## src/design/ec_pkg.sv

```systemverilog
// EC doubling package
// Shared field, tag and state definitions for the point doubling core
// over the 16-bit prime field with modulus 65521

`default_nettype none

package ec_pkg;

  localparam int FE_W   = 16;  // Field element width
  localparam int TAG_W  = 4;   // Equation tag width
  localparam int NUM_EQ = 15;  // Equations per doubling

  typedef logic [FE_W-1:0]   fe_t;    // Field element
  typedef logic [2*FE_W-1:0] wide_t;  // Full product before reduction
  typedef logic [TAG_W-1:0]  tag_t;   // Equation tag

  // Largest 16-bit prime
  localparam fe_t FP_MOD = 16'd65521;

  // floor(2^32 / 65521), needs 17 bits
  localparam logic [FE_W:0] BARRETT_MU = 17'd65551;

  // Scheduler states
  typedef enum logic [1:0] {
    IDLE,  // Waiting for a point
    RUN,   // Issuing and collecting operations
    DONE   // Result held until taken
  } dbl_state_t;

endpackage

`default_nettype wire
```

## src/design/fp_mod_addsub.sv

```systemverilog
// Modular adder or subtractor
// IS_SUB picks a-b, otherwise a+b, with one correction by p
// Result and tag sit in a single output register with valid/ready

`timescale 1ns/1ns
`default_nettype none

module fp_mod_addsub #(
  parameter bit IS_SUB = 1'b0  // 1 for the subtractor
) (
  input  wire              i_clk,
  input  wire              i_rst,
  input  wire ec_pkg::fe_t  i_a,
  input  wire ec_pkg::fe_t  i_b,
  input  wire ec_pkg::tag_t i_tag,
  input  wire              i_val,
  output logic             o_rdy,
  output ec_pkg::fe_t      o_r,
  output ec_pkg::tag_t     o_tag,
  output logic             o_val,
  input  wire              i_rdy
);

  logic [ec_pkg::FE_W:0] sum;   // Carry in top bit
  logic [ec_pkg::FE_W:0] diff;  // Borrow in top bit
  ec_pkg::fe_t           res;

  always_comb begin
    sum  = {1'b0, i_a} + {1'b0, i_b};
    diff = {1'b0, i_a} - {1'b0, i_b};
    if (IS_SUB) begin
      // Borrow means a < b, wrap back by p
      res = diff[ec_pkg::FE_W] ? diff[ec_pkg::FE_W-1:0] + ec_pkg::FP_MOD
                               : diff[ec_pkg::FE_W-1:0];
    end else begin
      res = (sum >= ec_pkg::FP_MOD) ? ec_pkg::fe_t'(sum - ec_pkg::FP_MOD)
                                    : sum[ec_pkg::FE_W-1:0];
    end
  end

  // Output register free or being emptied this cycle
  assign o_rdy = !o_val || i_rdy;

  always_ff @(posedge i_clk) begin
    if (i_rst)
      o_val <= 1'b0;
    else if (o_rdy)
      o_val <= i_val;
  end

  always_ff @(posedge i_clk) begin
    if (i_val && o_rdy) begin
      o_r   <= res;
      o_tag <= i_tag;
    end
  end

endmodule

`default_nettype wire

```

## config.mk

```make
export PLATFORM = sky130hd
export DESIGN_NAME = fp_mod_addsub
export DESIGN_NICKNAME = d
export VERILOG_FILES = /design/src/design/ec_pkg.sv /design/src/design/fp_mod_addsub.sv
export SDC_FILE = /design/constraint.sdc
export NUM_CORES = 1
export LEC_CHECK = 0
export BUFFER_PORTS_ARGS = -buffer_cell sky130_fd_sc_hd__buf_2
export CAP_MARGIN = 20
export CORE_ASPECT_RATIO = 0.8
export CORE_MARGIN = 8
export CORE_UTILIZATION = 56
export CTS_CLUSTER_DIAMETER = 30
export DETAILED_ROUTE_END_ITERATION = 7
export PLACE_DENSITY = 0.86
export SLEW_MARGIN = 20
export SYNTH_ARGS = -nofsm -noshare
export SYNTH_HDL_FRONTEND = slang
export SYNTH_SLANG_ARGS = --single-unit
export TNS_END_PERCENT = 50
```

## constraint.sdc

```tcl
create_clock -name i_clk -period 6.15 [get_ports i_clk]
set_input_delay 0.3075 -clock i_clk [delete_from_list [all_inputs] [get_ports i_clk]]
set_output_delay 0.3075 -clock i_clk [all_outputs]
set_load 0.03 [all_outputs]
```

# Word level (Yosys, flattened, before mapping)
# Index checks and enable logic that the tools add are counted.
[totals]
input_bits = 40
output_inout_bits = 22
ff_bits = 21
word_cells = 10
[op_classes]
add_sub_neg = 2
mux = 1
order_cmp = 1
reduce_logical = 3
[op_table]
columns = ["operator", "count"]
rows = [
  ["adder 16 x 16 -> 17 bit", 1],
  [">= comparator 17 x 16 -> 1 bit (second input constant)", 1],
  ["two-way mux 16 bit", 1],
  ["subtractor 16 bit (second input constant)", 1],
  ["logical AND 1 bit", 1],
  ["logical NOT 1 bit", 1],
  ["logical OR 1 bit", 1],
]

# Logic depth before layout (Yosys ltp)
# Gate-level depths: netlist (run 1).
[logic_depth]
depth_word = 3
ltp_mapped = 11
depth_no_buf = 10

# Least setup slack after synthesis (run 1)
# No wires, ideal clock.
[synth_path]
path_type = "input to register"
startpoint = "input i_a[0]"
endpoint = "register o_r[15], data pin"
slack_ns = 3.085
cell_stages = 10
t_arrival_ns = 2.805
cell_sequence = "ha_1 fa_1 a21o_2 a221oi_4 xnor2_1 nand3_2 or2_1 nor4b_2 nand2_1 mux2_4"
[synth_between]
elab_chain_cells = 3
word_cells_on_any_way = 4
classes_between = "2 x add/sub; 1 x order compare; 1 x mux"
[synth_rtl]
columns = ["element", "line_no", "source"]
rows = [
  ["start: declaration", "fp_mod_addsub.sv:13", "input wire ec_pkg::fe_t i_a,"],
  ["adder 16 x 16 -> 17 bit (*)", "fp_mod_addsub.sv:29", "sum = {1'b0, i_a} + {1'b0, i_b};"],
  ["subtractor 16 bit or >= comparator 17 x 16 -> 1 bit (tied branches)", "fp_mod_addsub.sv:36", "res = (sum >= ec_pkg::FP_MOD) ? ec_pkg::fe_t'(sum - ec_pkg::FP_MOD)"],
  ["two-way mux 16 bit (*)", "fp_mod_addsub.sv:36", ""],
  ["via res[15]", "fp_mod_addsub.sv:26", "ec_pkg::fe_t res;"],
  ["end signal: assignment", "fp_mod_addsub.sv:53", "o_r <= res;"],
  ["end: declaration", "fp_mod_addsub.sv:18", "output ec_pkg::fe_t o_r,"],
]
# The timed path passes the listed nets; every way through them passes the cells marked *.
# A chain may end at the register's enable or synchronous reset.

# Worst setup path in the final report (run 1)
[layout_path]
startpoint = "input i_a[0]"
endpoint = "register o_r[1], data pin"
# The elaborated chain is that of the path after synthesis.

==> results.toml, run 1 <==
[pwr]
p_comb_share_pct = 49.5
p_switching_mw = 0.2025
p_clk_share_pct = 15.4
internal_power_mw = 0.3295
switching_share_pct = 38.07
total_power_mw = 0.5320
power.static_leakage_nw = 1.043
power-per-cell-area_mw_per_mm2 = 216.9
ir_drop_mv = 0.1020
pwr-share-seq_pct = 35.1

[sta]
fin_ws_ns = 2.704
whs_ns = 0.2063
totalNegativeSetupSlack_ns = 0
min_period_ns = 3.446
clock_skew_ns = 0.001799
max_freq_ghz = 0.2902
grt_setup_unrepaired = "no"
hold_violations = 0
finalCritPeriodShare_pct = 56.03
setup_viol = 0
worst_pin_slew_ns = 0.7924
slew_headroom_pct = 47.17
maxSlewViolCount = 0

[routing]
drt-initial-drc-count = 153
vias_per_cell = 5.764
wl_per_cell_um = 13.75
wl_um = 4374
ant_nets = 0
drc = 0
drt-pass1-iter-count = 4
vias = 1833

[synth]
ys_seq_elements = 21
synth_area_per_cell_um2 = 9.674
synthCells = 216
synth_edf_count = 20
synthAdderAreaFrac_pct = 11.74
synth_seq_area_share_pct = 29.70
synth_area_leaders = "edfxtp_1, ha_1, xnor2_1"
syn_area_mm2 = 0.002090
synth.distinct_cells = 57
yosys_warnings = 0
synth_compound_area_share_pct = 25.99
synth_top_family_by_area = "compound AO/OA/AOI/OAI gates"
synth-xor-area-share_pct = 10.84
netlist.area_leader.share_pct = 28.74
synth_mux_area_share_pct = 1.916
synth_largest_area_cell = "edfxtp_1"
yosys.area_share.simple_pct = 16.17
ys.flop_type = "edfxtp_1"
synth_nets = 275
synthArstFlopShare_pct = 0

[place]
gp_congestion = 0.8683
placed_area_mm2 = 0.002407
port_buffers = 61
dp_hpwl_um = 3718
post-place-cells = 314
dp_slack_ns = 2.461

[floorplan]
die_height_um = 70.64
start_util_pct = 56.80
num_io_pins = 62
die_x_um = 84.30
dieArea_mm2 = 0.005954
core_area_mm2 = 0.003679
rows = 20

[setup_path]
critPathBufInv = 1
cpMaxStageDelayCell = "and4b_1"
worstPathCellList = "buf_2 > ha_1 > fa_1 > a21o_2 > a21oi_1 > xnor2_1 > o21ai_0 > o32ai_1 > and4b_1 > nor2_1 > mux2_4"
crit_type = "in2reg"
crit_fanout = 12
slowest_delay_ns = 0.53
crit_path_start_kind = "input pin"
required_ns = 6.15
end_kind = "flop"
critical_path.top_delay_family = "compound AO/OA/AOI/OAI gates"
arrival_ns = 3.45

[cells_and_area]
finalCoreUtilization_pct = 66.67
final_area_mm2 = 0.002452
syn2layout_area_growth_pct = 17.37
final_cells = 318
drive_above_1_share_pct = 30.29
finalNetCount = 334
diodes = 0

[clocking]
htree_levels = 1
tritoncts = "built"
postCtsHoldBufs = 0
clk_latency_ns = 0.25
post-cts-setup-buffer-count = 0
cts_buffers = 3
path_clk_slew_ns = 0.06
cts_buffer_depth = 2
cts.sinks = 21
cts_resized = 0
clockRootBuffer = "clkbuf_8"

[outcome]
outcome = "finished clean"

[global_route]
grt_max_degree = 21
grt_pass1_vias = 1834
grt.overflow.total = 0
grt_pass1_wl_um = 7693
antenna_found_initial = 0
grt.total_usage_pct = 14.86

[flow_run]
maxCapViolCount = 0

[min_path]
hold_path_class = "in2reg"
## logic make-up (layout without fill, tap and decap cells)
| logic type | count (synthesis) | count (layout) |
|---|---|---|
| simple gates | 57 | 57 |
| fa+ha+maj | 19 | 19 |
| buf+inv | 16 | 74 |
| xor+xnor | 25 | 25 |
| flops | 21 | 21 |
| mux | 3 | 3 |
| compound gates | 75 | 75 |
## flip-flops by register name (all words and copies together), names as in the netlist
register	count
o_val	1
o_r	16
o_tag	4
## layout make-up
| cell class | instances | area, um^2 |
|---|---|---|
| tap | 44 | 55.05 |
| multi-input combinational | 179 | 1393 |
| inverter | 9 | 33.78 |
| fill | 286 | 1226 |
| clock buffer | 4 | 45.04 |
| timing repair buffer | 61 | 305.3 |
| sequential | 21 | 620.6 |
## metal layers
layer	share of wire, %	vias to the layer above	global-route usage [%]	wire (um)
met1	47	827	18.34	2076
met2	44	64	24.79	1921
met5	0	-	0	0
met4	0.87	0	5.163	38
li1	-	938	-	-
met3	7.8	4	3.326	339
## cells in the mapped netlist, types with 2 or more instances
cell and number:
a211oi_1 2, a21o_1 7, a21oi_1 18, and2_1 2
and3_1 5, buf_2 3, edfxtp_1 20, ha_1 18
inv_1 9, mux2_4 2, nand2_1 9, nand2b_1 3
nand3_1 6, nand4_1 3, nor2_1 10, nor2b_1 2
nor3_1 6, nor4b_2 2, o2111ai_1 2, o211ai_1 7
o211ai_2 3, o21a_1 3, o21ai_0 9, o21ai_1 8
o21bai_1 3, xnor2_1 20, xor2_1 4
## power by group through the flow
stage / clock [mW] / combinational (mW) / sequential, mW
2_1_floorplan: 0 / 0.162 / 0.228
3_3_place_gp: 0 / 0.255 / 0.190
3_5_place_dp: 0 / 0.261 / 0.190
4_1_cts: 0.0867 / 0.262 / 0.187
5_1_grt: 0.0930 / 0.288 / 0.188
6_report: 0.0821 / 0.263 / 0.187
## cells in the final DEF, fill, tap and decap left out, types with 6 or more instances in the layout
cell      instances
o21ai_0           9
nand2_1           9
nor3_1            6
nor2_1           10
a21o_1            7
ha_1             18
buf_2            61
a21oi_1          18
nand3_1           6
xnor2_1          20
edfxtp_1         20
inv_1             9
o211ai_1          7
o21ai_1           8
## final timing paths
path / start / endpoint / slack (ns) / cells after the start
setup / recovery: i_a[0] / o_r[1]$_DFFE_PP_ / 2.70 / 11
hold / removal: i_rst / o_val$_SDFFE_PP0N_ / 0.21 / 2
setup reg to reg: o_val$_SDFFE_PP0N_ / o_r[13]$_DFFE_PP_ / 4.73 / 2
hold reg to reg: o_val$_SDFFE_PP0N_ / o_val$_SDFFE_PP0N_ / 0.50 / 2
## worst reg2reg max path, stage by stage, from the launching register on
cell	delay, ns
dfxtp_1	0.31
nand2b_1	0.09
and2_1	0.65
(Power assumes the default switching activity.)
==> run 2, diff against run 1 <==
--- a/config.mk
+++ b/config.mk
@@ -5,14 +5,15 @@
 export SDC_FILE = /design/constraint.sdc
 export NUM_CORES = 1
 export LEC_CHECK = 0
+export ABC_AREA = 1
 export BUFFER_PORTS_ARGS = -buffer_cell sky130_fd_sc_hd__buf_2
 export CAP_MARGIN = 20
 export CORE_ASPECT_RATIO = 0.8
 export CORE_MARGIN = 8
-export CORE_UTILIZATION = 56
+export CORE_UTILIZATION = 55
 export CTS_CLUSTER_DIAMETER = 30
 export DETAILED_ROUTE_END_ITERATION = 7
-export PLACE_DENSITY = 0.86
+export PLACE_DENSITY = 0.82
 export SLEW_MARGIN = 20
 export SYNTH_ARGS = -nofsm -noshare
 export SYNTH_HDL_FRONTEND = slang
==> constraint.sdc (replaced) <==
create_clock -name i_clk -period 3.5 [get_ports i_clk]
set_input_delay 0.175 -clock i_clk [delete_from_list [all_inputs] [get_ports i_clk]]
set_output_delay 0.175 -clock i_clk [all_outputs]
set_load 0.03 [all_outputs]
==> run 2 against run 1 <==
Net effect:
- final area is 20% higher
- core utilization decreased by 1.7 points
- critical endpoint is now o_r[15]$_DFFE_PP_
- global-route usage increased by 2.6 points
==> results.toml, run 2 <==
[outcome]
outcome = "finished clean"

[clocking]
htree_levels = 1
postCtsHoldBufs = 0
cts_resized = 0
clockRootBuffer = "clkbuf_8"
cts.sinks = 21
tritoncts = "built"
cts_buffer_depth = 2
path_clk_slew_ns = 0.07
post-cts-setup-buffer-count = 0
cts_buffers = 3
clk_latency_ns = 0.26

[cells_and_area]
drive_above_1_share_pct = 24.32
largest_reg_flops = 16
final_cells = 504
fillCellCount = 418
diodes = 0
syn2layout_area_growth_pct = 16.16
top_register = "o_r"
finalNetCount = 504
final_common_cell = "nand2_1"
top_regs = "o_r x16, o_tag x4, o_val x1"
most-common-layout-cells = "nand2_1, buf_2, inv_1"
finalCoreUtilization_pct = 64.94

[setup_path]
cpMostUsedCell = "nand2_1"
cpMaxStageDelayCell = "fa_1"
cp.depth = 15
reg2reg_slack_ns = 2.25
worstPathCellList = "buf_2 > ha_1 > fa_1 > xnor2_1 > inv_1 > nor2_1 > nand2_1 > nand2_2 > nor2_4 > nand2_4 > nor2_8 > nand3_4 > nand3_4 > nand2_1 > nand2_1"
crit_path_start_kind = "input pin"
slowest_delay_ns = 0.45
end_kind = "flop"
crit_fanout = 17
ff2ff_path_depth = 1
required_ns = 3.52
critPathBufInv = 2
arrival_ns = 2.53
crit_type = "in2reg"
critical_path.top_delay_family = "simple AND/OR/NAND/NOR gates"

[synth]
ys.flop_type = "edfxtp_1"
synth_most_common_cell = "nand2_1"
yosys_warnings = 0
synth_nets = 442
ys_seq_elements = 21
synth_seq_area_share_pct = 24.59
synth_area_leaders = "edfxtp_1, nand2_1, ha_1"
synth_largest_area_cell = "edfxtp_1"
synth_commonest_cells = "nand2_1, inv_1, nand3_1"
synth.distinct_cells = 31
synth_edf_count = 20
synth_area_per_cell_um2 = 6.589
synthCells = 383
synthArstFlopShare_pct = 0
syn_area_mm2 = 0.002524
netlist.area_leader.share_pct = 23.80

[sta]
totalNegativeSetupSlack_ns = 0
max_freq_ghz = 0.3984
hold_violations = 0
grt_setup_unrepaired = "no"
setup_viol = 0
min_period_ns = 2.510
clock_skew_ns = 0.001903
maxSlewViolCount = 0
worst_pin_slew_ns = 0.6174
slew_headroom_pct = 58.75
fin_ws_ns = 0.9901
finalCritPeriodShare_pct = 71.71

[global_route]
grt_max_degree = 21
grt_pass1_vias = 2395
grt.overflow.total = 0
grt_pass1_wl_um = 10560
antenna_found_initial = 0
grt.total_usage_pct = 17.50

[pwr]
ir_drop_mv = 0.2466
power-per-cell-area_mw_per_mm2 = 348.7
power.static_leakage_nw = 1.641
total_power_mw = 1.022

[place]
dp_slack_ns = 0.7465
port_buffers = 61
dp_hpwl_um = 5312
gp_congestion = 0.8725
post-place-cells = 500

[flow_run]
maxCapViolCount = 0

[routing]
wl_met3_um = 466
m1WireLength_um = 2758
vias_per_cell = 5.202
drt-pass1-iter-count = 4
ant_nets = 0
drt-initial-drc-count = 196
highest_layer = "met4"
wl_met2_um = 2970
wl_per_cell_um = 12.48
wl_um = 6290
vias = 2622
drc = 0

[floorplan]
start_util_pct = 55.90
die_height_um = 76.59
num_io_pins = 62
core_area_mm2 = 0.004514
die_x_um = 91.74
dieArea_mm2 = 0.007026
rows = 22

[min_path]
min_path_cells = 2
hold_path_class = "in2reg"
-- run 2: layer usage --
metal	global-route usage (%)	vias up
li1	-	1360
met1	21.42	1158
met2	30.32	93
met3	3.937	11
met4	3.852	0
met5	0	-
-- run 2: cell families after synthesis --
logic type	Yosys count	synth area share, %
AO/OA/AOI/OAI	14	3.322
XOR/XNOR	10	3.471
adder cells (fa/ha/maj)	19	9.718
buffers and inverters	63	10.11
flip-flops	21	24.59
AND/OR/NAND/NOR	256	48.78
-- run 2: area by class of cell --
| cell class | count | area, um^2 | share of cell area, % |
|---|---|---|---|
| Tap cell | 60 | 75.07 | 2.561 |
| Timing Repair Buffer | 62 | 312.8 | 10.67 |
| Clock buffer | 3 | 41.29 | 1.408 |
| Sequential cell | 21 | 620.6 | 21.17 |
| Clock inverter | 1 | 5.005 | 0.1707 |
| Inverter | 58 | 217.7 | 7.426 |
| Multi-Input combinational cell | 299 | 1659 | 56.59 |
-- run 2: path summary, 6_finish.rpt --
kind | endpoint | startpoint
worst min register to register | o_val$_SDFFE_PP0N_ | o_val$_SDFFE_PP0N_
worst max register to register | o_tag[1]$_DFFE_PP_ | o_val$_SDFFE_PP0N_
worst max-delay path | o_r[15]$_DFFE_PP_ | i_a[0]
worst min-delay path | o_val$_SDFFE_PP0N_ | i_rst
-- run 2: stage by stage --
stage	area (um^2)	hold WS [ns]
after CTS	2924	0.07122
after global routing	2932	0.06978
after detailed placement	2878	0.3489
final	2932	0.06781
after global placement	2878	0.3344
after floorplan	2524	0.2441
-- run 2: power breakdown --
group          switching, mW  internal [mW]
logic                  0.359          0.176
registers            0.00874          0.319
clock network         0.0799         0.0794
==> run 3, diff against run 2 <==
==> constraint.sdc (replaced) <==
create_clock -name i_clk -period 2.5 [get_ports i_clk]
set_input_delay 0.125 -clock i_clk [delete_from_list [all_inputs] [get_ports i_clk]]
set_output_delay 0.125 -clock i_clk [all_outputs]
set_load 0.03 [all_outputs]
==> run 3 against run 2 <==
Net effect:
- hold slack worse by 0.043 ns
- sequential power is 39% higher
- non-clock buffer count is 10 higher
- power is 41% higher
- final area is 3.3% higher
- wire length is 1.0% higher
- largest power group unchanged
- flip-flop and latch count stayed put
- combinational power is 45% higher
- global-route usage is 0.50 points higher
- register-to-register slack worse by 1.1 ns
- setup slack worse by 0.74 ns
- largest cell class unchanged
==> results.toml, run 3 (synthesis gave the netlist of run 2 again) <==
[cells_and_area]
finalNetCount = 515
final_cells = 515
final_area_mm2 = 0.003029
largest_reg_flops = 16
finalCoreUtilization_pct = 67.10
most-common-layout-cells = "nand2_1, buf_2, inv_1"
top_register = "o_r"
final_common_cell = "nand2_1"
drive_above_1_share_pct = 26.37
diodes = 0
top_regs = "o_r x16, o_tag x4, o_val x1"
syn2layout_area_growth_pct = 20.03

[setup_path]
crit_type = "in2reg"
cpMostUsedCell = "nand2_1"
arrival_ns = 2.27
startpoint = "i_a[0]"
cpMaxStageDelayCell = "fa_2"
worstPathCellList = "buf_2 > ha_1 > fa_2 > xnor2_1 > inv_1 > nor2_1 > nand2_1 > nand2_2 > nor2_4 > nand2_4 > nor2_8 > nand3_4 > nand3_2 > nand2_1 > nand2_1"
end_kind = "flop"
slowest_delay_ns = 0.39
required_ns = 2.52
crit_path_start_kind = "input pin"
r2r-start = "o_val$_SDFFE_PP0N_"
crit_fanout = 8

[clocking]
htree_levels = 1
path_clk_slew_ns = 0.07
cts_buffer_depth = 2
cts.sinks = 21
clk_latency_ns = 0.26
cts_buffers = 3
clockRootBuffer = "clkbuf_8"
post-cts-setup-buffer-count = 0
tritoncts = "built"

[sta]
max_freq_ghz = 0.4436
clock_skew_ns = 0.005087
whs_ns = 0.02514
finalCritPeriodShare_pct = 90.18
min_period_ns = 2.255
setup_viol = 0
slew_headroom_pct = 61.97
maxSlewViolCount = 0
hold_violations = 0
worst_pin_slew_ns = 0.5705
grt_setup_unrepaired = "no"

[global_route]
grt.total_usage_pct = 18.00
grt_max_degree = 18
antenna_found_initial = 0
grt_pass1_vias = 2521
grt_pass1_wl_um = 10870
grt.overflow.total = 0

[place]
gp_congestion = 0.8831
dp_hpwl_um = 5387
port_buffers = 61
post-place-cells = 510
placed_area_mm2 = 0.002965

[floorplan]
start_util_pct = 55.90
rows = 22
num_io_pins = 62
dieArea_mm2 = 0.007026
die_x_um = 91.74
die_height_um = 76.59
core_area_mm2 = 0.004514

[flow_run]
maxCapViolCount = 0

[routing]
ant_nets = 0
wl_um = 6353
wl_per_cell_um = 12.34
vias = 2664
drt-initial-drc-count = 133
vias_per_cell = 5.173
drc = 0
drt-pass1-iter-count = 4

[pwr]
power-per-cell-area_mw_per_mm2 = 477.4
power.static_leakage_nw = 1.716
ir_drop_mv = 0.2887
total_power_mw = 1.446

[min_path]
holdCritStartpoint = "i_rst"
hold_path_class = "in2reg"

[outcome]
outcome = "finished clean"
-- run 3: metal layers --
metal  GRT usage, %  part of all wire (%)  wire length [um]
met5              0                     0                 0
met4          2.408                  0.46                29
met3          3.248                   5.7               361
met2          32.54                    49              3099
met1          21.96                    45              2863
-- run 3: final timing paths --
path	endpoint	slack, ns	cells past startpoint
worst min-delay path	o_val$_SDFFE_PP0N_	0.03	2
worst min register to register	o_val$_SDFFE_PP0N_	0.53	2
worst max register to register	o_r[10]$_DFFE_PP_	1.12	2
worst max-delay path	o_r[8]$_DFFE_PP_	0.25	15
-- run 3: per-stage QoR --
step	setup WS (ns)	setup TNS (ns)
floorplan	0.1756	0
global route	0.04367	0
global placement	-0.02883	-0.4123
finish	0.2455	0
CTS	0.1330	0
detailed placement	-0.1367	-1.931
-- run 3: what timing repair did --
item | CTS | global route
resized for setup | 0 | 2
endpoints found under the setup margin | 0 | 16
hold buffers | 0 | 0
-- run 3: cell type report --
type                       instances  area, um^2
multi-input combinational        300        1669
fill                             428        1485
sequential                        21       620.6
timing repair buffer              72       400.4
inverter                          58       217.7
tap                               60       75.07
clock buffer                       3       41.29
clock inverter                     1       5.005
-- run 3: worst max-delay path: cells and delay by family --
family                   cells  cell delay, ns
buffers and inverters        2            0.20
adder cells (fa/ha/maj)      2            0.62
XOR/XNOR                     1            0.32
AND/OR/NAND/NOR             10            1.00
-- run 3: power breakdown --
| part | total (mW) | internal (mW) | leakage [nW] | switching [mW] |
|---|---|---|---|---|
| registers | 0.456 | 0.447 | 0.204 | 0.00979 |
| clock network | 0.215 | 0.111 | 0.0255 | 0.104 |
| logic | 0.775 | 0.269 | 1.49 | 0.506 |
| total | 1.45 | 0.827 | 1.72 | 0.620 |
