===== config.mk =====
export PLATFORM = sky130hd
export DESIGN_NAME = fp_mod_mul
export DESIGN_NICKNAME = d
export VERILOG_FILES = /design/src/design/ec_pkg.sv /design/src/design/fp_mod_mul.sv
export SDC_FILE = /design/constraint.sdc
export NUM_CORES = 1
export LEC_CHECK = 0
export BUFFER_PORTS_ARGS = -buffer_cell sky130_fd_sc_hd__buf_4
export CORE_MARGIN = 2
export CORE_UTILIZATION = 60
export DETAILED_ROUTE_END_ITERATION = 16
export PLACE_DENSITY = 0.8
export SYNTH_ARGS = -nofsm -noshare
export SYNTH_HDL_FRONTEND = slang
export SYNTH_SLANG_ARGS = --single-unit
export TNS_END_PERCENT = 20

===== constraint.sdc =====
create_clock -name i_clk -period 8.7 [get_ports i_clk]
set_clock_uncertainty 0.2 [all_clocks]
set_input_delay 1.305 -clock i_clk [delete_from_list [all_inputs] [get_ports i_clk]]
set_output_delay 1.305 -clock i_clk [all_outputs]
set_load 0.1 [all_outputs]

===== src/design/ec_pkg.sv =====
// EC doubling package
// Shared field, tag and state definitions for the point doubling core
// over the 16-bit prime field with modulus 65521

`default_nettype none

package ec_pkg;

  localparam int FE_W   = 16;  // Field element width
  localparam int TAG_W  = 4;   // Equation tag width
  localparam int NUM_EQ = 15;  // Equations per doubling

  typedef logic [FE_W-1:0]   fe_t;    // Field element
  typedef logic [2*FE_W-1:0] wide_t;  // Full product before reduction
  typedef logic [TAG_W-1:0]  tag_t;   // Equation tag

  // Largest 16-bit prime
  localparam fe_t FP_MOD = 16'd65521;

  // floor(2^32 / 65521), needs 17 bits
  localparam logic [FE_W:0] BARRETT_MU = 17'd65551;

  // Scheduler states
  typedef enum logic [1:0] {
    IDLE,  // Waiting for a point
    RUN,   // Issuing and collecting operations
    DONE   // Result held until taken
  } dbl_state_t;

endpackage

`default_nettype wire

===== src/design/fp_mod_mul.sv =====
// Pipelined modular multiplier
// Three stages: raw product, Barrett estimate and remainder, final correction
// Tag and valid travel with the data, one shared enable stalls the pipe

`timescale 1ns/1ns
`default_nettype none

module fp_mod_mul (
  input  wire              i_clk,
  input  wire              i_rst,
  // Request side
  input  wire ec_pkg::fe_t  i_a,
  input  wire ec_pkg::fe_t  i_b,
  input  wire ec_pkg::tag_t i_tag,
  input  wire              i_val,
  output logic             o_rdy,
  // Response side
  output ec_pkg::fe_t      o_r,
  output ec_pkg::tag_t     o_tag,
  output logic             o_val,
  input  wire              i_rdy
);

  logic en;  // Advance all stages

  // Stage 1 registers
  ec_pkg::wide_t s1_prod;
  ec_pkg::tag_t  s1_tag;
  logic          s1_val;

  // Stage 2 registers and inputs
  logic [3*ec_pkg::FE_W-1:0] qmul;  // Product times mu, below 2^48
  ec_pkg::fe_t               q_est;
  logic [ec_pkg::FE_W+1:0]   rem_n; // Remainder below 3p
  logic [ec_pkg::FE_W+1:0]   s2_rem;
  ec_pkg::tag_t              s2_tag;
  logic                      s2_val;

  // Stage 3 correction
  logic [ec_pkg::FE_W+1:0] red1;
  ec_pkg::fe_t             red2;

  // Whole pipe freezes while the last stage is held
  assign en    = !o_val || i_rdy;
  assign o_rdy = en;

  always_ff @(posedge i_clk) begin
    if (i_rst) begin
      s1_val <= 1'b0;
      s2_val <= 1'b0;
      o_val  <= 1'b0;
    end else if (en) begin
      s1_val <= i_val;   // Bubble when no request
      s2_val <= s1_val;
      o_val  <= s2_val;
    end
  end

  always_comb begin
    qmul  = s1_prod * ec_pkg::BARRETT_MU;
    q_est = qmul[3*ec_pkg::FE_W-1:2*ec_pkg::FE_W];  // Quotient, low by at most 2
    // True remainder fits in 18 bits, so truncation is exact
    rem_n = (ec_pkg::FE_W+2)'(s1_prod - q_est * ec_pkg::FP_MOD);
  end

  // Up to two subtractions of p
  always_comb begin
    red1 = (s2_rem >= ec_pkg::FP_MOD) ? s2_rem - ec_pkg::FP_MOD : s2_rem;
    if (red1 >= ec_pkg::FP_MOD)
      red2 = ec_pkg::fe_t'(red1 - ec_pkg::FP_MOD);
    else
      red2 = ec_pkg::fe_t'(red1);
  end

  // Payload follows the shared enable
  always_ff @(posedge i_clk) begin
    if (en) begin
      s1_prod <= i_a * i_b;  // Stage 1
      s1_tag  <= i_tag;
      s2_rem  <= rem_n;      // Stage 2
      s2_tag  <= s1_tag;
      o_r     <= red2;       // Stage 3
      o_tag   <= s2_tag;
    end
  end

endmodule

`default_nettype wire


; Word-level counts from Yosys, hierarchy flattened
; Index checks and enable logic that the tools add are counted.
[classes]
n_addsub = 3
mul = 3
div = 0
n_lt_le_gt_ge = 2
eq_ne = 0
shift = 0
muxes = 2
bitwise_logic = 0
reduce_logical = 2
[op_table]
columns = op, count
row1 = $mul 32x17->48 const B, 1
row2 = $ge 18x16->1 const B, 2
row3 = $mul 16x16->32, 1
row4 = $mul 16x16->18 const B, 1
row5 = $mux 18, 1
row6 = $sub 18x16->18 const B, 1
row7 = $sub 18x18->18, 1
row8 = $mux 16, 1
row9 = $sub 16x16->16 const B, 1
row10 = $logic_not 1->1, 1
row11 = $logic_or 1x1->1, 1
[totals]
regBits = 81
latch_bits = 0
ramBits = 0
rom_bits = 0
input_bits = 40
n_memories = 0

; Depth between registers and ports, before layout
; Gate-level depths: netlist of run 1.
[depth]
depth_word = 4
mapped_depth = 41

; Least setup slack after synthesis of run 1
; OpenSTA, ideal clock, no wires.
[synth_timing]
path_type = reg2reg
startpoint = register s1_prod[26]
endpoint = register s2_rem[17] in the netlist's numbering (data pin)
setup_time_ps = 260
arrival_ps = 9101
required_ps = 8240
slack_ps = -862
stages_incl_launch_ff = 35
synth_period_minus_slack_ps = 9562
path_cell_list = edfxtp_1 > ha_1 > inv_1 > fa_1 > inv_1 > ha_1 > fa_1 > inv_1 > fa_1 > inv_1 > ha_1 > a21o_1 > a21o_1 > a21o_1 > a221o_1 > or3_1 > a31o_2 > a31o_2 > nand2_1 > xor2_1 > fa_1 > fa_1 > inv_1 > fa_1 > fa_1 > fa_1 > fa_1 > xor2_1 > xnor2_1 > xnor2_1 > xnor2_1 > xnor2_1 > xnor3_1 > xnor3_1 > xor2_1
[synth_between]
elab_chain_len = 3
[synth_rtl]
columns = element, line
row1 = from (decl), fp_mod_mul.sv:27  ; ec_pkg::wide_t s1_prod;
row2 = from (signal assigned), fp_mod_mul.sv:78  ; s1_prod <= i_a * i_b;
row3 = $mul 32x17->48, fp_mod_mul.sv:60  ; qmul = s1_prod * ec_pkg::BARRETT_MU;
row4 = $mul 16x16->18, fp_mod_mul.sv:63  ; rem_n = (ec_pkg::FE_W+2)'(s1_prod - q_est * ec_pkg::FP_MOD);
row5 = $sub 18x18->18, fp_mod_mul.sv:63
row6 = "net rem_n, one bit", fp_mod_mul.sv:34  ; logic [ec_pkg::FE_W+1:0] rem_n;
row7 = to (signal assigned), fp_mod_mul.sv:80  ; s2_rem <= rem_n;
row8 = to (decl), fp_mod_mul.sv:35  ; logic [ec_pkg::FE_W+1:0] s2_rem;
; The timed path passes the listed nets, and every way through them passes these cells.
; A chain may end at the register's enable or synchronous reset.

; Final worst setup path of run 1
[layout_timing]
startpoint = register s1_prod[16]
endpoint = register s2_rem[16] in the netlist's numbering (data pin)
[layout_between]
elab_chain_len = 3
[layout_rtl]
columns = element, line
row1 = $mul 32x17->48, fp_mod_mul.sv:60
row2 = $mul 16x16->18, fp_mod_mul.sv:63
row3 = $sub 18x18->18 *, fp_mod_mul.sv:63
row4 = "net rem_n, one bit", fp_mod_mul.sv:34
; The timed path passes the listed nets; every way through them passes the cells marked *.

==> results.txt, run 1 <==
Routed WL -> 46,290 um
Fin crit period -> 9564 ps
Wire per inst -> 16.94 um
Ports -> 62
Number of antenna violations at the first check in global routing -> 0
Via density -> 5.413
Die height -> 185.2 um
FF/Latch Area -> 0.002402 sq mm
Crit path launch type -> flop
CP max stage delay -> 560 ps
Antenna viol nets, final -> 0
Failing checks -> negative setup slack
Share of layout cells above drive strength 1 -> 0.1489
Post-Synthesis Cells -> 2,071
Worst setup slack after layout -> -864.2 ps
Top area cells in the synthesized netlist -> fa_1, ha_1, edfxtp_1, inv_1, nand2_1
Vias post-DR -> 14,790
Post-synth top flop -> edfxtp_1
Initial DRC count -> 604
Initial Util -> 0.6072
CTS HTree Levels -> 3
Tcrit/Tclk final -> 1.099
Yosys top cell area share -> 0.3383
CP max FO -> 5
Status -> finished with violations
Fmax achieved -> 0.1046 GHz
Element type at the critical path end -> flop
Fillers -> 2,357
Clk sinks -> 81
Data arrival time of the worst path -> 9470 ps
Final Hold Fails -> 0
Slew headroom -> 0.5149
Yosys top cell by area -> fa_1
Growth of design area from synthesis to finish -> 14.79%
Vias in the first global route -> 16,420
Worst hold path class -> flop to flop
NumNets Final -> 2,979
Syn_nets -> 2,765
Mapped cell area -> 0.01971 sq mm
Cell repeated most along the worst path -> fa_1
Longest Clk Path Bufs -> 2
Rows -> 66
Slowest-stage cell, CP -> fa_1
1st-pass router iterations -> 5
Final HPWL DP -> 38,150 um
Root Driver -> clkbuf_16
Final Core Density -> 0.6970
Number of synthesized flops with an enable pin -> 78
Ys Warns -> 0
N_diodes -> 0
Distinct cells, synth -> 64
Global-route wire length before repair -> 76,700 um
Core area -> 0.03245 sq mm
Register bit count reported by yosys -> 81
Clock transition at path regs -> 60 ps
Syn avg cell area -> 9.515 sq um
Die area -> 0.03431 sq mm
RSZ-0062 raised after global routing -> true
Worst path required time -> 8610 ps
Sequential share of the synthesized area -> 0.1219
Drc violations -> 0
Final setup vio count -> 9
CTS tree -> built
Worst-Margin Slew -> 717.6 ps
Die width -> 185.2 um
Pin count of the biggest net entering global routing -> 44
Multi-input logic area -> 0.01551 sq mm
CTS Hold Bufs -> 0
Clk Latency, worst-skew pair -> 360 ps
Routability cong. -> 0.8981
Gr ovfl total -> 0
Critical path class -> flop to flop
Count of pins over their slew limit -> 0
TritonCTS buffer count -> 9
Maxcap violations -> 0
PortBufs -> 61
Total track usage -> 0.2837
Synth async-reset ratio -> 0
critical path: cells and delay by family (launching register included):
family,cells,cell delay [ps]
DFF,1,500
adders and majority gates,12,4800
buffers and inverters,9,700
and+or+nand+nor,3,640
xor gates and xnor gates,2,290
AOI/OAI and AO/OA,10,2170
cell type report:
| cell class | instances | area share |
|---|---|---|
| timing repair buffer | 241 | 0.08014 |
| clock buffer | 10 | 0.01012 |
| inverter | 540 | 0.08966 |
| multi-input combinational | 1412 | 0.6857 |
| tap | 442 | 0.02445 |
| clock inverter | 6 | 0.003706 |
| sequential | 81 | 0.1062 |
routing by layer:
metal | track usage | vias to the layer above | part of all wire
met3 | 0.03107 | 134 | 0.052
met1 | 0.3246 | 7297 | 0.39
met4 | 0.1175 | 0 | 0.043
li1 | - | 6826 | -
met2 | 0.5352 | 530 | 0.52
met5 | 0 | - | 0
placed cells by master, fill, tap and decap left out, types with 7 or more instances in the layout:
master and count:
inv_1 527, buf_4 240, a21oi_1 52, nand4_1 8, fa_1 327, nand3_1 20, ha_1 305, nand2b_1 7
ha_2 10, edfxtp_1 78, o21bai_1 9, inv_2 12, nor2_1 53, a21o_1 31, nor2b_1 9, and3_1 10
a211oi_1 7, and2_1 108, nand2_1 209, o21a_1 7, o21ai_0 27, clkbuf_16 9, xnor2_1 70, xor2_1 25
nor3_1 10
registers in the layout, summed over array words and instances, names as in the netlist:
name     cells
o_r         16
s1_val       1
s2_rem      18
s2_tag       4
o_tag        4
s1_prod     32
o_val        1
s1_tag       4
s2_val       1
through the flow:
stage          area [sq um]  std cells  setup slack [ps]  hold WS (ps)  TNS, ps
2_1_floorplan         19840       2071            -440.1         200.3    -1603
3_3_place_gp          21940       2702            -593.1         206.8    -2416
3_5_place_dp          21940       2702            -893.1         206.3    -4285
4_1_cts               22390       2724            -759.8         224.8    -3496
5_1_grt               22620       2732             -1224         225.0    -8164
6_report              22620       2732            -864.2         220.6    -4490
cells by family after synthesis:
logic type	synth area share
adder cells (fa/ha/maj)	0.5421
buffers and inverters	0.1109
AND/OR/NAND/NOR	0.1132
AO/OA/AOI/OAI	0.06273
XOR/XNOR	0.04762
flip-flops	0.1219
multiplexers	0.001524
Yosys cell counts (6+ instances only):
master    count
inv_1       539
fa_1        333
ha_1        321
nand2_1     211
and2_1      108
edfxtp_1     78
xnor2_1      76
a21oi_1      56
nor2_1       55
clkbuf_1     34
o21ai_0      32
a21o_1       31
xor2_1       26
nand3_1      21
and3_1       11
nor3_1       11
nor2b_1      10
o21bai_1     10
a211oi_1      8
nand2b_1      8
nand4_1       8
o21a_1        7
o211ai_1      6
final timing paths:
kind	startpoint	endpoint	slack, ps	cells past startpoint
worst max register to register	s1_prod[16]	s2_rem[16]	-860	36
worst max-delay path	s1_prod[16]	s2_rem[16]	-860	36
worst min register to register	s1_tag[1]	s2_tag[1]	220	0
worst min-delay path	s1_tag[1]	s2_tag[1]	220	0
repair_timing:
action | 4_1_cts | 5_1_grt
endpoints found under the hold margin | 0 | 0
buffers inserted | 6 | 8
pin swaps | 23 | 18
setup endpoints to repair | 8 | 10
resized for setup | 24 | 39
Power of run 1 is not shown: default switching activity piles up to over one toggle a cycle in this logic, so the estimate is an artifact.
==> run 2: changes to the inputs <==
ABC_AREA = 1   (was unset)
==> run 2 against run 1 <==
Effect of this change: the run still ends with negative setup slack left; critical path depth increased by 6; die area increased by 8.3%; global-route usage increased by 4.0 points; final area increased by 15%; clock-buffer cell count decreased by 1; largest cell class unchanged; critical path type unchanged; maximum frequency increased by 4.9%.
==> results.txt, run 2 <==
Status -> finished with violations
Failing checks -> negative setup slack
Worst path required time -> 8600 ps (about the same)
Critical path class -> flop to flop
Pin count of the biggest net entering global routing -> 70 (+59%)
CTS tree -> built
Worst-Margin Slew -> 920.9 ps (+203.3 ps)
Vias in the first global route -> 19,120 (+16%)
Top area cells in the synthesized netlist -> fa_1, ha_1, inv_1, edfxtp_1, nand2_1
Longest Clk Path Bufs -> 2 (unchanged)
Die height -> 192.8 um (+4.1%)
Global-route wire length before repair -> 93,350 um (+22%)
CP max FO -> 3 (-2)
Commonest non-fill, non-tap cells in the layout -> inv_1, nand2_1, buf_4
Total track usage -> 0.3242 (+0.04047)
Cell repeated most along the worst path -> buf_4
Wire per inst -> 17.13 um (+1.1%)
Fmax achieved -> 0.1097 GHz (+4.9%)
Most common cell in the netlist -> inv_1
Final Hold Fails -> 0 (unchanged)
Die width -> 192.8 um (+4.1%)
Largest regs -> s1_prod (32), s2_rem (18), o_r (16)
Post-synth top flop -> edfxtp_1
Fillers -> 2,524 (+7.1%)
Crit path launch type -> flop
Count of pins over their slew limit -> 0 (unchanged)
Post-Synthesis Cells -> 2,635 (+27%)
Sequential share of the synthesized area -> 0.1124 (-0.009552)
Syn_nets -> 3,329 (+20%)
Core area -> 0.03531 sq mm (+8.8%)
Final Core Density -> 0.7354 (+0.03840)
Clk Latency, worst-skew pair -> 350 ps (about the same)
Distinct cells, synth -> 49 (-23%)
Tcrit/Tclk final -> 1.048 (-0.05140)
Clock transition at path regs -> 70 ps (about the same)
Rows -> 69 (+4.5%)
Initial Util -> 0.6055 (-0.001675)
Slowest-stage cell, CP -> fa_1
CTS HTree Levels -> 3 (unchanged)
RSZ-0062 raised after global routing -> true
Pre-CTS WS -> -652.4 ps (+240.6 ps)
Number of synthesized flops with an enable pin -> 78 (unchanged)
Mapped cell area -> 0.02138 sq mm (+8.5%)
Yosys top cell by area -> fa_1
Root Driver -> clkbuf_16
DP Area -> 0.02394 sq mm (+9.1%)
Maxcap violations -> 0 (unchanged)
CTS Hold Bufs -> 0 (unchanged)
Slew headroom -> 0.3861 (-0.1288)
Worst setup slack after layout -> -417.1 ps (+447.2 ps)
Critical path origin -> s1_prod[24]
Number of antenna violations at the first check in global routing -> 1 (+1)
Register bit count reported by yosys -> 81 (unchanged)
Routability cong. -> 0.9736 (+8.4%)
Syn avg cell area -> 8.115 sq um (-15%)
Ports -> 62 (unchanged)
FF-to-FF Start -> s1_prod[24]
Via density -> 5.276 (-2.5%)
PortBufs -> 61 (unchanged)
Final setup vio count -> 7 (-2)
Gr ovfl total -> 0 (unchanged)
Fin crit period -> 9117 ps (-447.2 ps)
Final cell count without fillers -> 3,429 (+26%)
Placed cell count -> 3,321 (+23%)
Ys Warns -> 0 (unchanged)
Drc violations -> 0 (unchanged)
Initial DRC count -> 1,168 (+93%)
Largest Register -> s1_prod
Most common cell after layout, fill and taps aside -> inv_1
Clk sinks -> 81 (unchanged)
Final instance area -> 0.02597 sq mm (+15%)
Antenna viol nets, final -> 0 (unchanged)
NumNets Final -> 3,656 (+23%)
Synth async-reset ratio -> 0 (unchanged)
Vias post-DR -> 18,090 (+22%)
Die area -> 0.03716 sq mm (+8.3%)
Worst hold path class -> flop to flop
Element type at the critical path end -> flop
Routed WL -> 58,750 um (+27%)
Share of layout cells above drive strength 1 -> 0.2120 (+0.06309)
1st-pass router iterations -> 6 (+1)
Growth of design area from synthesis to finish -> 21.45%
Max FFs per register -> 32 (unchanged)
TritonCTS buffer count -> 9 (unchanged)
Data arrival time of the worst path -> 9010 ps (-460 ps)
Hold Path Origin -> s1_tag[2]
Final HPWL DP -> 47,010 um (+23%)
CP max stage delay -> 620 ps (+60 ps)
Top cells by count, synth -> inv_1, nand2_1, fa_1
Yosys top cell area share -> 0.3118 (-0.02651)
run 2: changes by cell type in the layout (fill, tap and decap cells not counted), sizes merged, moves of 10 or more:
cell and delta:
a21o -22, a21oi +22, and2 -108, and3 -10
buf +145, inv +220, nand2 +376, nand3 +53
nor2 +44, nor2b -10, o21ai +14, xnor2 -49
xor2 +41
run 2: layout make-up:
cell class	count	area [sq um]	area share
clock inverters	7	132.6	0.005107
repair buffers	386	2948	0.1135
multi-input cells	1727	16840	0.6484
well taps	461	576.8	0.02221
diodes	1	2.502	0.00009636
inverters	757	2843	0.1095
clock buffers	9	225.2	0.008673
flip-flops and latches	81	2402	0.09251
run 2: layer usage:
metal,routed length (um),GRT usage,up-vias
li1,-,-,8496
met1,21980,0.3780,8797
met2,30440,0.5926,619
met3,3267,0.04219,178
met4,3062,0.1447,0
met5,0,0,-
run 2: path summary, 6_finish.rpt:
check | slack, ps | depth (start not counted) | to
min | 220 | 0 | s2_tag[2]
min reg2reg | 220 | 0 | s2_tag[2]
max | -420 | 42 | s2_rem[15]
max reg2reg | -420 | 42 | s2_rem[15]
run 2: worst max-delay path: cells and delay by family (launching register included):
kind | cells | cell delay [ps]
flops | 1 | 390
simple gates | 5 | 510
buf+inv | 18 | 1780
fa+ha+maj | 12 | 4960
xor+xnor | 1 | 90
compound gates | 6 | 900
run 2: metrics by stage:
stage / hold slack, ps / TNS (ps)
final: 219.6 / -1763
after global routing: 226.6 / -3822
after CTS: 221.1 / -117.7
after detailed placement: 204.5 / -3670
after global placement: 202.5 / -1913
after floorplan: 200.3 / 0
run 2: kinds of logic (layout without fill, tap and decap cells):
family | after synthesis | count (layout) | synth area share
buffers and inverters | 827 | 1159 | 0.1469
AO/OA/AOI/OAI | 172 | 172 | 0.04629
XOR/XNOR | 94 | 94 | 0.03850
flip-flops | 81 | 81 | 0.1124
AND/OR/NAND/NOR | 807 | 807 | 0.1564
adder cells (fa/ha/maj) | 654 | 654 | 0.4996
other | 0 | 1 | 0
run 2: timing repair:
action | in CTS | in global routing
pin swaps | 118 | 53
resized for setup | 156 | 64
endpoints found under the setup margin | 9 | 9
setup buffers | 77 | 16
Power of run 2 is left out for the same reason.
==> run 3: changes to the inputs <==
PLACE_DENSITY = 0.78   (was 0.8)
clock period = 11.7 ns   (was 8.7 ns; I/O delays follow)
==> run 3 against run 2 <==
Effect of this change: the flow now finishes without violations; sequential share of layout area increased by 1.5 points; maximum frequency decreased by 14%; via count decreased by 8.0%; critical endpoint is now s2_rem[17]; highest routed layer unchanged.
==> results.txt, run 3 (same netlist as run 2, synthesis figures left out) <==
Tcrit/Tclk final -> 0.9097 (-0.1382)
Gr busiest metal -> met2
Worst Reg2Reg Path Length in Cells -> 33 (-21%)
Initial Util -> 0.6055 (unchanged)
1st-pass router iterations -> 7 (+1)
Worst path required time -> 11,600 ps (+3000 ps)
Clk Latency, worst-skew pair -> 350 ps (about the same)
Via density -> 5.361 (+1.6%)
Growth of design area from synthesis to finish -> 4.927%
Final Hold Fails -> 0 (unchanged)
Fmax achieved -> 0.09395 GHz (-14%)
Reg-to-reg setup timing slack -> 1060 ps (+1470 ps)
TritonCTS buffer count -> 9 (unchanged)
Root Driver -> clkbuf_16
Met1 Use GR -> 0.3669 (-0.01108)
Element type at the critical path end -> flop
Data arrival time of the worst path -> 10,550 ps (+1540 ps)
Count of pins over their slew limit -> 0 (unchanged)
Longest Clk Path Bufs -> 2 (unchanged)
Fillers -> 3,001 (+19%)
Initial DRC count -> 977 (-16%)
Vias post-DR -> 16,650 (-8.0%)
Pin count of the biggest net entering global routing -> 57 (-19%)
M3 GR Usage -> 0.03037 (-0.01182)
Fin crit period -> 10,640 ps (+1526 ps)
Maxcap violations -> 0 (unchanged)
CP max stage delay -> 770 ps (+150 ps)
Status -> completed
Post-CTS sizing -> 0 (-100%)
Die height -> 192.8 um (unchanged)
Final setup vio count -> 0 (-7)
Worst hold stages -> 0 (unchanged)
Share of layout cells above drive strength 1 -> 0.04539 (-0.1666)
CTS tree -> built
Largest regs -> s1_prod (32), s2_rem (18), o_r (16)
Antenna viol nets, final -> 0 (unchanged)
RSZ-0062 raised after global routing -> false
Core area -> 0.03531 sq mm (unchanged)
CTS Hold Bufs -> 0 (unchanged)
Post-CTS Setup Bufs -> 0 (-100%)
Die area -> 0.03716 sq mm (unchanged)
Cell repeated most along the worst path -> fa_1
Drc violations -> 0 (unchanged)
Wire per inst -> 16.99 um (-0.85%)
Routability cong. -> 1.059 (+8.8%)
Final HPWL DP -> 44,690 um (-4.9%)
Clk sinks -> 81 (unchanged)
Most common cell after layout, fill and taps aside -> inv_1
Worst-Margin Slew -> 988.3 ps (+67.37 ps)
Worst hold path class -> flop to flop
N_diodes -> 0 (-1)
Largest Register -> s1_prod
Global-route wire length before repair -> 86,910 um (-6.9%)
Total track usage -> 0.3010 (-0.02325)
Setup TNS -> 0 ps (+1763 ps)
Routed WL -> 52,750 um (-10%)
Number of antenna violations at the first check in global routing -> 0 (-1)
M2 GR Usage -> 0.5491 (-0.04356)
Vias in the first global route -> 17,600 (-8.0%)
Crit path launch type -> flop
Max FFs per register -> 32 (unchanged)
Ports -> 62 (unchanged)
Slew headroom -> 0.3364 (-0.04965)
Clock transition at path regs -> 70 ps (about the same)
Die width -> 192.8 um (unchanged)
Gr ovfl total -> 0 (unchanged)
CP max FO -> 6 (+3)
PortBufs -> 61 (unchanged)
NumNets Final -> 3,333 (-8.8%)
Commonest non-fill, non-tap cells in the layout -> inv_1, nand2_1, fa_1
Rows -> 69 (unchanged)
Critical path class -> flop to flop
Slowest-stage cell, CP -> xnor2_1
CTS HTree Levels -> 3 (unchanged)
run 3: worst paths after layout:
kind,startpoint,to
worst min-delay path,s2_tag[1],o_tag[1]
worst max-delay path,s1_prod[13],s2_rem[17]
worst max register to register,s1_prod[13],s2_rem[17]
worst min register to register,s2_tag[1],o_tag[1]
run 3: routing by layer:
| layer | wire [um] | share of wire | up-vias |
|---|---|---|---|
| li1 | - | - | 7854 |
| met1 | 20450 | 0.39 | 8061 |
| met2 | 27120 | 0.51 | 592 |
| met3 | 3154 | 0.060 | 139 |
| met4 | 2021 | 0.038 | 0 |
| met5 | 0 | 0 | - |
run 3: stage by stage:
| step | util | cell area (sq um) | hold WS, ps | std cells | setup slack [ps] |
|---|---|---|---|---|---|
| 6_report | 0.6354 | 22440 | 218.8 | 3105 | 1056 |
| 5_1_grt | 0.6354 | 22440 | 233.4 | 3105 | 520.1 |
| 4_1_cts | 0.6354 | 22440 | 219.8 | 3105 | 1054 |
| 3_5_place_dp | 0.6268 | 22130 | 204.5 | 3089 | 1108 |
| 3_3_place_gp | 0.6268 | 22130 | 202.4 | 3089 | 1141 |
| 2_1_floorplan | - | 21380 | 200.3 | 2635 | 2826 |
run 3: cell type report:
type,instances,area (sq um),area share
clock buffers,9,225.2,0.01004
clock inverters,7,76.32,0.003402
inverters,757,2843,0.1267
well taps,461,576.8,0.02571
multi-input cells,1727,15840,0.7060
flip-flops and latches,81,2402,0.1071
repair buffers,63,473.0,0.02108
run 3: critical path: cells and delay by family (launching register included):
family,cells,cell delay (ps)
AND/OR/NAND/NOR,9,1190
AO/OA/AOI/OAI,4,1030
buffers and inverters,6,600
XOR/XNOR,1,770
flip-flops,1,580
adder cells (fa/ha/maj),13,6010
Power of run 3 is left out for the same reason.
